===== config.mk =====
export PLATFORM = sky130hd
export DESIGN_NAME = vdp_compositor
export DESIGN_NICKNAME = d
export VERILOG_FILES = /design/src/verilog/vdp_pkg.sv /design/src/verilog/vdp_compositor.sv /design/src/verilog/vdp_palette_lookup.sv /design/src/verilog/vdp_layer_priority_select.sv /design/src/verilog/vdp_layer_mask_gen.sv /design/src/verilog/vdp_host_regs.sv
export SDC_FILE = /design/constraint.sdc
export NUM_CORES = 2
export LEC_CHECK = 0
export CORE_UTILIZATION = 35
export CTS_CLUSTER_SIZE = 30
export DETAILED_ROUTE_END_ITERATION = 10
export DONT_BUFFER_PORTS = 1
export PLACE_DENSITY_LB_ADDON = 0.12
export SETUP_SLACK_MARGIN = 0.15
export SLEW_MARGIN = 20
export SYNTH_ARGS = -nofsm -noshare
export SYNTH_HDL_FRONTEND = slang
export SYNTH_SLANG_ARGS = --single-unit

===== constraint.sdc =====
create_clock -name clk -period 3 [get_ports clk]
set_input_delay 0.3 -clock clk [delete_from_list [all_inputs] [get_ports clk]]
set_output_delay 0.3 -clock clk [all_outputs]
set_load 0.005 [all_outputs]

===== src/verilog/vdp_pkg.sv =====
// ~~~~~~~~~~~~~~~~~~~~~~~~~~~~~~~~~~~~~~~~~~~~~~~~
// vdp compositor shared definitions
// layer positions, one-hot layer codes, widths and
// the host register map
// ~~~~~~~~~~~~~~~~~~~~~~~~~~~~~~~~~~~~~~~~~~~~~~~~
package vdp_pkg;

    // number of tile scroll layers in front of the backdrop
    localparam int NUM_SCROLL = 4;

    // bit positions in the layer mask and the one-hot layer code
    localparam int LAYER_SCROLL0 = 0;
    localparam int LAYER_SCROLL1 = 1;
    localparam int LAYER_SCROLL2 = 2;
    localparam int LAYER_SCROLL3 = 3;
    localparam int LAYER_SPRITES = 4;

    localparam int LAYER_W = 5;

    // one-hot layer codes, zero means backdrop
    localparam logic [LAYER_W-1:0] LAYER_SCROLL0_OHE = LAYER_W'(1) << LAYER_SCROLL0;
    localparam logic [LAYER_W-1:0] LAYER_SCROLL1_OHE = LAYER_W'(1) << LAYER_SCROLL1;
    localparam logic [LAYER_W-1:0] LAYER_SCROLL2_OHE = LAYER_W'(1) << LAYER_SCROLL2;
    localparam logic [LAYER_W-1:0] LAYER_SCROLL3_OHE = LAYER_W'(1) << LAYER_SCROLL3;
    localparam logic [LAYER_W-1:0] LAYER_SPRITES_OHE = LAYER_W'(1) << LAYER_SPRITES;

    // resolved priority score
    // scroll layers are even, sprites are odd
    localparam int SCORE_W = 3;

    // palette index width
    localparam int PIXEL_W = 8;

    // host address map
    localparam int WB_ADR_W = 9;
    // high half of the address space is the palette
    localparam int PALETTE_SEL = 8;
    localparam int REG_LAYER_ENABLE = 0;

    // every layer visible out of reset
    localparam logic [LAYER_W-1:0] LAYER_ENABLE_RESET = '1;

endpackage

===== src/verilog/vdp_compositor.sv =====
// ~~~~~~~~~~~~~~~~~~~~~~~~~~~~~~~~~~~~~~~~~~~~~~~~
// vdp compositor top level
// host slave plus the three stage pixel pipeline
// ~~~~~~~~~~~~~~~~~~~~~~~~~~~~~~~~~~~~~~~~~~~~~~~~
module vdp_compositor
    import vdp_pkg::*;
#(
    parameter int COLOR_W = 16
) (
    input  logic                clk,
    input  logic                rst_n,

    // Wishbone classic slave
    input  logic                wb_cyc,
    input  logic                wb_stb,
    input  logic                wb_we,
    input  logic [WB_ADR_W-1:0] wb_adr,
    input  logic [COLOR_W-1:0]  wb_dat_w,
    output logic [COLOR_W-1:0]  wb_dat_r,
    output logic                wb_ack,

    // one pixel from every layer each clock
    input  logic                pixel_valid,
    input  logic [PIXEL_W-1:0]  scroll0_pixel,
    input  logic [PIXEL_W-1:0]  scroll1_pixel,
    input  logic [PIXEL_W-1:0]  scroll2_pixel,
    input  logic [PIXEL_W-1:0]  scroll3_pixel,
    input  logic [PIXEL_W-1:0]  sprite_pixel,
    input  logic [1:0]          sprite_priority,

    output logic                color_valid,
    output logic [COLOR_W-1:0]  color,
    output logic [LAYER_W-1:0]  color_layer,
    output logic [SCORE_W-1:0]  color_priority
);

    logic [LAYER_W-1:0]     layer_enable;
    logic                   pal_we;
    logic [PALETTE_SEL-1:0] pal_addr;
    logic [COLOR_W-1:0]     pal_data;

    logic                   stage1_valid;
    logic [LAYER_W-1:0]     layer_mask;
    logic [PIXEL_W-1:0]     scroll0_r;
    logic [PIXEL_W-1:0]     scroll1_r;
    logic [PIXEL_W-1:0]     scroll2_r;
    logic [PIXEL_W-1:0]     scroll3_r;
    logic [PIXEL_W-1:0]     sprite_r;
    logic [1:0]             sprite_priority_r;

    logic                   stage2_valid;
    logic [LAYER_W-1:0]     prio_layer;
    logic [PIXEL_W-1:0]     prio_pixel;
    logic [SCORE_W-1:0]     prio_score;

    vdp_host_regs #(
        .COLOR_W (COLOR_W)
    ) u_host_regs (
        .clk          (clk),
        .rst_n        (rst_n),
        .wb_cyc       (wb_cyc),
        .wb_stb       (wb_stb),
        .wb_we        (wb_we),
        .wb_adr       (wb_adr),
        .wb_dat_w     (wb_dat_w),
        .wb_dat_r     (wb_dat_r),
        .wb_ack       (wb_ack),
        .layer_enable (layer_enable),
        .pal_we       (pal_we),
        .pal_addr     (pal_addr),
        .pal_data     (pal_data)
    );

    // stage 1, opaque mask
    vdp_layer_mask_gen u_mask_gen (
        .clk               (clk),
        .rst_n             (rst_n),
        .pixel_valid       (pixel_valid),
        .layer_enable      (layer_enable),
        .scroll0_pixel     (scroll0_pixel),
        .scroll1_pixel     (scroll1_pixel),
        .scroll2_pixel     (scroll2_pixel),
        .scroll3_pixel     (scroll3_pixel),
        .sprite_pixel      (sprite_pixel),
        .sprite_priority   (sprite_priority),
        .stage1_valid      (stage1_valid),
        .layer_mask        (layer_mask),
        .scroll0_r         (scroll0_r),
        .scroll1_r         (scroll1_r),
        .scroll2_r         (scroll2_r),
        .scroll3_r         (scroll3_r),
        .sprite_r          (sprite_r),
        .sprite_priority_r (sprite_priority_r)
    );

    // stage 2, topmost layer
    vdp_layer_priority_select u_priority_select (
        .clk               (clk),
        .rst_n             (rst_n),
        .stage1_valid      (stage1_valid),
        .layer_mask        (layer_mask),
        .scroll0_r         (scroll0_r),
        .scroll1_r         (scroll1_r),
        .scroll2_r         (scroll2_r),
        .scroll3_r         (scroll3_r),
        .sprite_r          (sprite_r),
        .sprite_priority_r (sprite_priority_r),
        .stage2_valid      (stage2_valid),
        .prio_layer        (prio_layer),
        .prio_pixel        (prio_pixel),
        .prio_score        (prio_score)
    );

    // stage 3, colour lookup
    vdp_palette_lookup #(
        .COLOR_W (COLOR_W)
    ) u_palette_lookup (
        .clk            (clk),
        .rst_n          (rst_n),
        .pal_we         (pal_we),
        .pal_addr       (pal_addr),
        .pal_data       (pal_data),
        .stage2_valid   (stage2_valid),
        .prio_layer     (prio_layer),
        .prio_pixel     (prio_pixel),
        .prio_score     (prio_score),
        .color_valid    (color_valid),
        .color          (color),
        .color_layer    (color_layer),
        .color_priority (color_priority)
    );

endmodule


===== src/verilog/vdp_palette_lookup.sv =====
// ~~~~~~~~~~~~~~~~~~~~~~~~~~~~~~~~~~~~~~~~~~~~~~~~
// vdp palette lookup stage
// 256-entry colour RAM, host written, with a
// registered read per pixel
// ~~~~~~~~~~~~~~~~~~~~~~~~~~~~~~~~~~~~~~~~~~~~~~~~
module vdp_palette_lookup
    import vdp_pkg::*;
#(
    parameter int COLOR_W = 16
) (
    input  logic                  clk,
    input  logic                  rst_n,

    // host write port
    input  logic                  pal_we,
    input  logic [WB_ADR_W-2:0]   pal_addr,
    input  logic [COLOR_W-1:0]    pal_data,

    input  logic                  stage2_valid,
    input  logic [LAYER_W-1:0]    prio_layer,
    input  logic [PIXEL_W-1:0]    prio_pixel,
    input  logic [SCORE_W-1:0]    prio_score,

    output logic                  color_valid,
    output logic [COLOR_W-1:0]    color,
    output logic [LAYER_W-1:0]    color_layer,
    output logic [SCORE_W-1:0]    color_priority
);

    // one entry per palette index
    localparam int PAL_DEPTH = 2 ** PIXEL_W;

    logic [COLOR_W-1:0] palette [PAL_DEPTH];

    // host write and pixel read share the clock
    // a pixel read on the write edge still sees the old colour
    always_ff @(posedge clk) begin
        if (pal_we) begin
            palette[pal_addr] <= pal_data;
        end
        color <= palette[prio_pixel];
    end

    always_ff @(posedge clk or negedge rst_n) begin
        if (!rst_n) begin
            color_valid <= 1'b0;
        end else begin
            color_valid <= stage2_valid;
        end
    end

    // layer code and score follow the RAM read by one cycle
    always_ff @(posedge clk) begin
        color_layer    <= prio_layer;
        color_priority <= prio_score;
    end

endmodule


===== src/verilog/vdp_layer_priority_select.sv =====
// ~~~~~~~~~~~~~~~~~~~~~~~~~~~~~~~~~~~~~~~~~~~~~~~~
// vdp layer priority stage
// picks the topmost opaque layer and registers its
// one-hot code, palette index and priority score
// ~~~~~~~~~~~~~~~~~~~~~~~~~~~~~~~~~~~~~~~~~~~~~~~~
module vdp_layer_priority_select
    import vdp_pkg::*;
(
    input  logic               clk,
    input  logic               rst_n,

    input  logic               stage1_valid,
    input  logic [LAYER_W-1:0] layer_mask,
    input  logic [PIXEL_W-1:0] scroll0_r,
    input  logic [PIXEL_W-1:0] scroll1_r,
    input  logic [PIXEL_W-1:0] scroll2_r,
    input  logic [PIXEL_W-1:0] scroll3_r,
    input  logic [PIXEL_W-1:0] sprite_r,
    input  logic [1:0]         sprite_priority_r,

    output logic               stage2_valid,
    output logic [LAYER_W-1:0] prio_layer,
    output logic [PIXEL_W-1:0] prio_pixel,
    output logic [SCORE_W-1:0] prio_score
);

    // one-hot code of each scroll layer, scroll0 first
    localparam logic [LAYER_W-1:0] SCROLL_OHE [NUM_SCROLL] = '{
        LAYER_SCROLL0_OHE,
        LAYER_SCROLL1_OHE,
        LAYER_SCROLL2_OHE,
        LAYER_SCROLL3_OHE
    };

    logic [PIXEL_W-1:0] scroll_px [NUM_SCROLL];

    logic               sprite_opaque;
    logic [SCORE_W-1:0] sprite_score;
    logic [SCORE_W-1:0] scroll_score;
    logic [LAYER_W-1:0] scroll_layer;
    logic [PIXEL_W-1:0] scroll_pixel;

    logic [LAYER_W-1:0] layer_next;
    logic [PIXEL_W-1:0] pixel_next;
    logic [SCORE_W-1:0] score_next;

    assign scroll_px[0] = scroll0_r;
    assign scroll_px[1] = scroll1_r;
    assign scroll_px[2] = scroll2_r;
    assign scroll_px[3] = scroll3_r;

    assign sprite_opaque = layer_mask[LAYER_SPRITES];

    // odd sprite scores sit between the even scroll scores
    assign sprite_score = {sprite_priority_r, 1'b1};

    // walk from the bottom layer up so the top opaque one overrides
    // with nothing opaque the zero defaults select the backdrop
    always_comb begin
        scroll_score = '0;
        scroll_layer = '0;
        scroll_pixel = '0;
        for (int i = NUM_SCROLL - 1; i >= 0; i--) begin
            if (layer_mask[LAYER_SCROLL0 + i]) begin
                scroll_score = {2'(NUM_SCROLL - 1 - i), 1'b0};
                scroll_layer = SCROLL_OHE[i];
                scroll_pixel = scroll_px[i];
            end
        end
    end

    // sprite wins on a strictly higher score
    always_comb begin
        if (sprite_opaque && (sprite_score > scroll_score)) begin
            layer_next = LAYER_SPRITES_OHE;
            pixel_next = sprite_r;
            score_next = sprite_score;
        end else begin
            layer_next = scroll_layer;
            pixel_next = scroll_pixel;
            score_next = scroll_score;
        end
    end

    always_ff @(posedge clk or negedge rst_n) begin
        if (!rst_n) begin
            stage2_valid <= 1'b0;
        end else begin
            stage2_valid <= stage1_valid;
        end
    end

    always_ff @(posedge clk) begin
        prio_layer <= layer_next;
        prio_pixel <= pixel_next;
        prio_score <= score_next;
    end

endmodule


===== src/verilog/vdp_layer_mask_gen.sv =====
// ~~~~~~~~~~~~~~~~~~~~~~~~~~~~~~~~~~~~~~~~~~~~~~~~
// vdp layer mask stage
// registers the layer pixels and flags each layer
// that is enabled and opaque at this pixel
// ~~~~~~~~~~~~~~~~~~~~~~~~~~~~~~~~~~~~~~~~~~~~~~~~
module vdp_layer_mask_gen
    import vdp_pkg::*;
(
    input  logic               clk,
    input  logic               rst_n,

    input  logic               pixel_valid,
    input  logic [LAYER_W-1:0] layer_enable,
    input  logic [PIXEL_W-1:0] scroll0_pixel,
    input  logic [PIXEL_W-1:0] scroll1_pixel,
    input  logic [PIXEL_W-1:0] scroll2_pixel,
    input  logic [PIXEL_W-1:0] scroll3_pixel,
    input  logic [PIXEL_W-1:0] sprite_pixel,
    input  logic [1:0]         sprite_priority,

    output logic               stage1_valid,
    output logic [LAYER_W-1:0] layer_mask,
    output logic [PIXEL_W-1:0] scroll0_r,
    output logic [PIXEL_W-1:0] scroll1_r,
    output logic [PIXEL_W-1:0] scroll2_r,
    output logic [PIXEL_W-1:0] scroll3_r,
    output logic [PIXEL_W-1:0] sprite_r,
    output logic [1:0]         sprite_priority_r
);

    logic [PIXEL_W-1:0] scroll_in [NUM_SCROLL];
    logic [LAYER_W-1:0] mask_next;

    assign scroll_in[LAYER_SCROLL0] = scroll0_pixel;
    assign scroll_in[LAYER_SCROLL1] = scroll1_pixel;
    assign scroll_in[LAYER_SCROLL2] = scroll2_pixel;
    assign scroll_in[LAYER_SCROLL3] = scroll3_pixel;

    // colour 0 of every 16-colour sub-palette is see-through
    always_comb begin
        for (int i = 0; i < NUM_SCROLL; i++) begin
            mask_next[LAYER_SCROLL0 + i] = layer_enable[LAYER_SCROLL0 + i] &&
                                           (scroll_in[i][3:0] != 4'd0);
        end
        mask_next[LAYER_SPRITES] = layer_enable[LAYER_SPRITES] && (sprite_pixel[3:0] != 4'd0);
    end

    always_ff @(posedge clk or negedge rst_n) begin
        if (!rst_n) begin
            stage1_valid <= 1'b0;
        end else begin
            stage1_valid <= pixel_valid;
        end
    end

    // pixel payload travels without reset
    always_ff @(posedge clk) begin
        layer_mask        <= mask_next;
        scroll0_r         <= scroll0_pixel;
        scroll1_r         <= scroll1_pixel;
        scroll2_r         <= scroll2_pixel;
        scroll3_r         <= scroll3_pixel;
        sprite_r          <= sprite_pixel;
        sprite_priority_r <= sprite_priority;
    end

endmodule


===== src/verilog/vdp_host_regs.sv =====
// ~~~~~~~~~~~~~~~~~~~~~~~~~~~~~~~~~~~~~~~~~~~~~~~~
// vdp host register slave
// Wishbone classic slave with a registered ack, holds
// the layer enable register and issues palette writes
// ~~~~~~~~~~~~~~~~~~~~~~~~~~~~~~~~~~~~~~~~~~~~~~~~
module vdp_host_regs
    import vdp_pkg::*;
#(
    parameter int COLOR_W = 16
) (
    input  logic                   clk,
    input  logic                   rst_n,

    // Wishbone classic slave
    input  logic                   wb_cyc,
    input  logic                   wb_stb,
    input  logic                   wb_we,
    input  logic [WB_ADR_W-1:0]    wb_adr,
    input  logic [COLOR_W-1:0]     wb_dat_w,
    output logic [COLOR_W-1:0]     wb_dat_r,
    output logic                   wb_ack,

    output logic [LAYER_W-1:0]     layer_enable,

    // palette write port
    output logic                   pal_we,
    output logic [PALETTE_SEL-1:0] pal_addr,
    output logic [COLOR_W-1:0]     pal_data
);

    logic req;
    logic reg_sel;

    // a new access is one that has not been acknowledged yet,
    // so each strobe is served exactly once
    assign req = wb_cyc && wb_stb && !wb_ack;

    // full address compare, the palette half never aliases the register
    assign reg_sel = (wb_adr == WB_ADR_W'(REG_LAYER_ENABLE));

    // palette write lands on the same edge that raises wb_ack
    assign pal_we   = req && wb_we && wb_adr[PALETTE_SEL];
    assign pal_addr = wb_adr[PALETTE_SEL-1:0];
    assign pal_data = wb_dat_w;

    always_ff @(posedge clk or negedge rst_n) begin
        if (!rst_n) begin
            wb_ack       <= 1'b0;
            layer_enable <= LAYER_ENABLE_RESET;
        end else begin
            wb_ack <= req;
            if (req && wb_we && reg_sel) begin
                layer_enable <= wb_dat_w[LAYER_W-1:0];
            end
        end
    end

    // read data is captured with the ack
    // palette is write only, unmapped reads give zero
    always_ff @(posedge clk) begin
        if (req) begin
            if (!wb_we && reg_sel) begin
                wb_dat_r <= COLOR_W'(layer_enable);
            end else begin
                wb_dat_r <= '0;
            end
        end
    end

endmodule


**Word level (Yosys, flattened, before mapping)**

Memory sizes are Yosys's and may differ from the RTL's. A register that Yosys moved wholly into a read port is not among the register bits.
Cells that the tools add are included.

- Magnitude comparators: 1
- Reductions and logical operators: 23
- Muxes and demuxes: 15

Operator list:

| operator | count |
|---|---|
| 2-to-1 mux 8 bit | 5 |
| nonzero test 4 bit | 5 |
| 2-to-1 mux 5 bit | 3 |
| logical AND 1 bit | 12 |
| zero test 9 bit | 1 |
| 2-to-1 mux 3 bit | 3 |
| 2-to-1 mux 4 bit | 1 |
| OR reduction 4 bit | 1 |
| > comparator 3 bit | 1 |
| OR reduction 3 bit | 1 |
| zero test 1 bit | 2 |
| 2-to-1 mux 1 bit | 2 |
| 2-to-1 mux 2 bit | 1 |
| OR reduction 2 bit | 1 |

- Register bits: 96
- Memories kept: 1
- Logic and storage cells: 63
- RAM bits: 4096

Memory list:

| name | depth | bits a word | read ports | clocked after memory_dff | wr ports | RTL line | text |
|---|---|---|---|---|---|---|---|
| u_palette_lookup.palette | 256 | 16 | 1 | 1 | 1 | vdp_palette_lookup.sv:33 | `logic [COLOR_W-1:0] palette [PAL_DEPTH];` |

**Depth between registers and ports, before layout**

- Word-level depth: 6
- Gate-level depth with buffers: 13

**Cells and area by module**

A second synthesis with hierarchy kept.

- Cells, all modules: 7560
- Area, all modules: 161422.3 um^2

Modules (own cells, without submodules):

| module | cells an instance | instances | seq. area each (um^2) | area each (um^2) |
|---|---|---|---|---|
| vdp_palette_lookup | 7369 | 1 | 123503.4 | 158899.9 |
| vdp_layer_mask_gen | 53 | 1 | 965.9 | 1022.2 |
| vdp_layer_priority_select | 72 | 1 | 325.3 | 765.7 |
| vdp_host_regs | 66 | 1 | 306.5 | 734.5 |

**Worst setup path before layout**

No wires, ideal clock.

- Path kind: reg2reg
- From: register u_host_regs.wb_ack
- To: memory u_palette_lookup.palette[222][0], enable pin
- Data required time: 2612 ps
- Data arrival time: 2423 ps
- Period minus slack after synthesis: 2812 ps
- Library setup time: 388 ps
- Cell stages (with the launch flop): 7
- Path slack: 188 ps
- Buffers on the path: 1
- Cell sequence: dfrtp_1 -> nor2_1 -> nand3_1 -> nor3_1 -> nand3_1 -> clkbuf_1 -> nor2_1

- Cells in the longest elaborated chain, start to end: 6

RTL lines:

| what | RTL line | text |
|---|---|---|
| start, declared | vdp_host_regs.sv:21 | `output logic wb_ack,` |
| start signal, assigned | vdp_host_regs.sv:51 | `wb_ack <= req;` |
| zero test 1 bit | vdp_host_regs.sv:36 | `assign req = wb_cyc && wb_stb && !wb_ack;` |
| logical AND 1 bit | vdp_host_regs.sv:36 |  |
| net u_host_regs.req | vdp_host_regs.sv:31 | `logic req;` |
| logical AND 1 bit (2 in series) | vdp_host_regs.sv:42 | `assign pal_we = req && wb_we && wb_adr[PALETTE_SEL];` |
| 2-to-1 mux 1 bit | vdp_palette_lookup.sv:38 | `if (pal_we) begin` |
| 2-to-1 mux 1 bit (not written as such) | vdp_palette_lookup.sv:39 | `palette[pal_addr] <= pal_data;` |
| end, declared | vdp_palette_lookup.sv:33 |  |

The timed path passes the listed nets, and every way through them passes these cells.

==> impl_metrics.toml <==
[drt]
wl_per_cell_um = 32.2
drt_iter0_drc = 8666
first_pass_iters = 5
vias = 82900
drc = 0
vias_per_cell = 5.37
wl_mm = 497
ant_nets = 0

[finish]
most-common-layout-cells = "edfxtp_1 (4101), buf_4 (918), mux4_2 (803)"
fin_util_pct = 42.7
drive_gt1_share_pct = 34.0
nFillCells = 40100
area_growth_pct = 21.2
layout_commonest_cell = "edfxtp_1"
fin_nets = 8961

[clocking]
cts_num_sinks = 4195
root_buffer = "clkbuf_16"
tritoncts = "done"
htree_levels = 5
cts_buffers = 450
clockBufferDepth = 4
clock_latency_ns = 1.02
clkTransAtPathRegs_ns = 0.07

[run_status]
status = "finished, violations left"
violations = "negative hold slack, negative setup slack"

[grt]
antenna_found_initial = 21
grt_pass1_wl_mm = 681
grt_pass1_vias = 84500
grt_overflow = 0
grt.total_usage_pct = 20.6
grt_start_max_net_pins = 258

[setup_path]
arrival_ns = 4.25
cp-end-kind = "register"
cp-start-kind = "register"
cp.required_ns = 3.93
crit_type = "register to register"
cp_max_fo = 15

[synthesis]
async_flop_share_pct = 0.215
syn_inst = 7541
synth_cell_types = 69
yosysSeqAreaShare_pct = 77.0
yosys_most_used_dff = "edfxtp_1"
synth_area_um2 = 162000
synth-seq-cells = 4195
synth_edf_count = 4101
yosys_warnings = 0
postSynthAreaPerCell_um2 = 21.5

[floorplanning]
die_y_um = 683
pin_count = 115
rows = 249
core-area_um2 = 461000
initial_utilization_pct = 35.2
die_x_um = 683
dieArea_um2 = 467000

[power_and_ir_drop]
switchingPower_mw = 25.3
comb_power_share_pct = 2.4
swShare_pct = 20.8
seq_power_share_pct = 53.1
power_frac_clock_pct = 44.5
power_density_nw_per_um2 = 617
ir_worst_vdd_uv = 523
p_leak_nw = 61.5
p_int_mw = 96.2

[placement]
dp_hpwl_mm = 297
portBuffers = 0
gp_congestion = 0.886

[timing]
timing_hold_violations_final = 1589
hold_slack_ns = -0.598
drv_slew = 0
rsz0062_at_grt = "yes"
fmax_ghz = 0.301
fin_crit_ns = 3.32
setup_viol = 16
worstMarginPinSlew_ns = 1.42
worst_slack_ns = -0.319
clock_skew_ns = 0.0799
maxSlewHeadroom_pct = 5.18
period_share_pct = 111

[min_path]
hold_class = "input pin to register"

[job]
cap_violations = 0
final cells by class:
type                    instances  area [um^2]  area share, %
clock inverters               278         2470           1.26
multi-input cells            2879        35500           18.0
clock buffers                 557        11900           6.02
inverters                       8         45.0         0.0229
well taps                    6149         7690           3.91
flip-flops and latches       4195       125000           63.5
diodes                         12         30.0         0.0153
repair buffers               1353        14200           7.19
cell families after synthesis:
group / share of synthesized area [%]
compound gates: 3.52
simple gates: 2.12
other cells: 0.00231
buf+inv: 2.20
flops: 77.0
fa+ha+maj: 0.00770
mux: 15.2
final timing paths:
check / endpoint / cells past startpoint / slack (ns) / from
setup / recovery: u_palette_lookup.color[12] / 12 / -0.32 / u_priority_select.prio_pixel[1]
hold / removal: u_palette_lookup.palette[44][12] / 0 / -0.60 / wb_dat_w[12]
setup reg to reg: u_palette_lookup.color[12] / 12 / -0.32 / u_priority_select.prio_pixel[1]
hold reg to reg: u_palette_lookup.color_priority[1] / 0 / 0.32 / u_priority_select.prio_score[1]
max in group asynchronous: u_host_regs.layer_enable[4] / 2 / 2.46 / rst_n
min in group asynchronous: u_host_regs.wb_ack / 2 / 0.21 / rst_n
routing by layer:
metal / vias to the layer above / wire length (um) / GRT usage (%)
met5: - / 0 / 0
met4: 0 / 9040 / 3.66
met3: 495 / 32700 / 3.79
met2: 2706 / 235000 / 33.2
met1: 45000 / 220000 / 29.6
li1: 34800 / - / -
power groups by stage:
stage                     clock network, mW  logic, mW  registers (mW)
after floorplan                           0       1.18            65.6
after global placement                    0       2.15            65.7
after detailed placement                  0       2.15            65.7
after CTS                              55.3       2.37            64.5
after global routing                   57.4       3.03            64.4
final                                  54.1       2.88            64.5
state kept, by name, indices dropped and copies added, names as in the netlist, 8 cells and up:
signal                        flops
u_palette_lookup.color           16
u_palette_lookup.palette       4096
u_mask_gen.scroll1_r              8
u_mask_gen.scroll2_r              8
u_mask_gen.scroll0_r              8
u_mask_gen.scroll3_r              8
u_priority_select.prio_pixel      8
u_mask_gen.sprite_r               8
critical path: stages, from the launching register on:
cell and delay (ns):
dfxtp_4 0.40, buf_4 0.18, and2_2 0.19, buf_12 0.16, buf_8 0.19, buf_4 0.15
a221oi_1 0.15, a22o_1 0.31, nor4b_4 0.35, o2111ai_2 0.23, buf_4 0.21, or3_4 0.42
nor3_4 0.26
metrics by stage:
step	setup WS (ns)	instance area (um^2)	total power, mW	cells	TNS [ns]
after global routing	-0.352	197000	125	15400	-3.91
after floorplan	0.188	163000	66.8	7551	0
after CTS	-0.296	196000	122	15400	-3.33
after global placement	-1.29	179000	67.8	14400	-12.59
final	-0.319	197000	121	15400	-3.24
after detailed placement	-1.07	179000	67.8	14400	-11.00
cell usage after synthesis (all sizes together), types with 4 or more instances:
library cell | count | area, um^2
a22oi | 56 | 420
inv | 8 | 30.0
edfxtp | 4101 | 123000
nand2b | 4 | 25.0
nor2 | 326 | 1220
dfrtp | 4 | 100
nand2 | 113 | 424
nand4 | 5 | 37.5
clkbuf | 186 | 832
nor4 | 21 | 131
and2 | 9 | 56.3
a21oi | 155 | 776
buf | 279 | 2670
a211oi | 27 | 203
a22o | 40 | 350
o211ai | 12 | 90.1
a221o | 20 | 200
or3 | 16 | 100
mux2i | 369 | 3690
mux4 | 864 | 19700
dfxtp | 85 | 1700
mux2 | 113 | 1270
o22ai | 153 | 1010
nand3 | 56 | 280
o21ai | 68 | 340
a2111oi | 13 | 126
nor2b | 10 | 62.6
nor3 | 142 | 801
o2111ai | 24 | 210
o32ai | 12 | 105
nor4b | 12 | 180
o41a | 5 | 56.3
o21bai | 12 | 90.1
a221oi | 72 | 631
o221ai | 120 | 1060
dfstp | 5 | 131
timing repair:
action	in CTS	in global routing
hold buffers	112	17
endpoints found under the hold margin	4414	3510
resized for setup	253	86
gates cloned	5	1
pin swaps	41	23
setup buffers	48	5
endpoints found under the setup margin	16	23
Power figures use the tool's default switching activity.
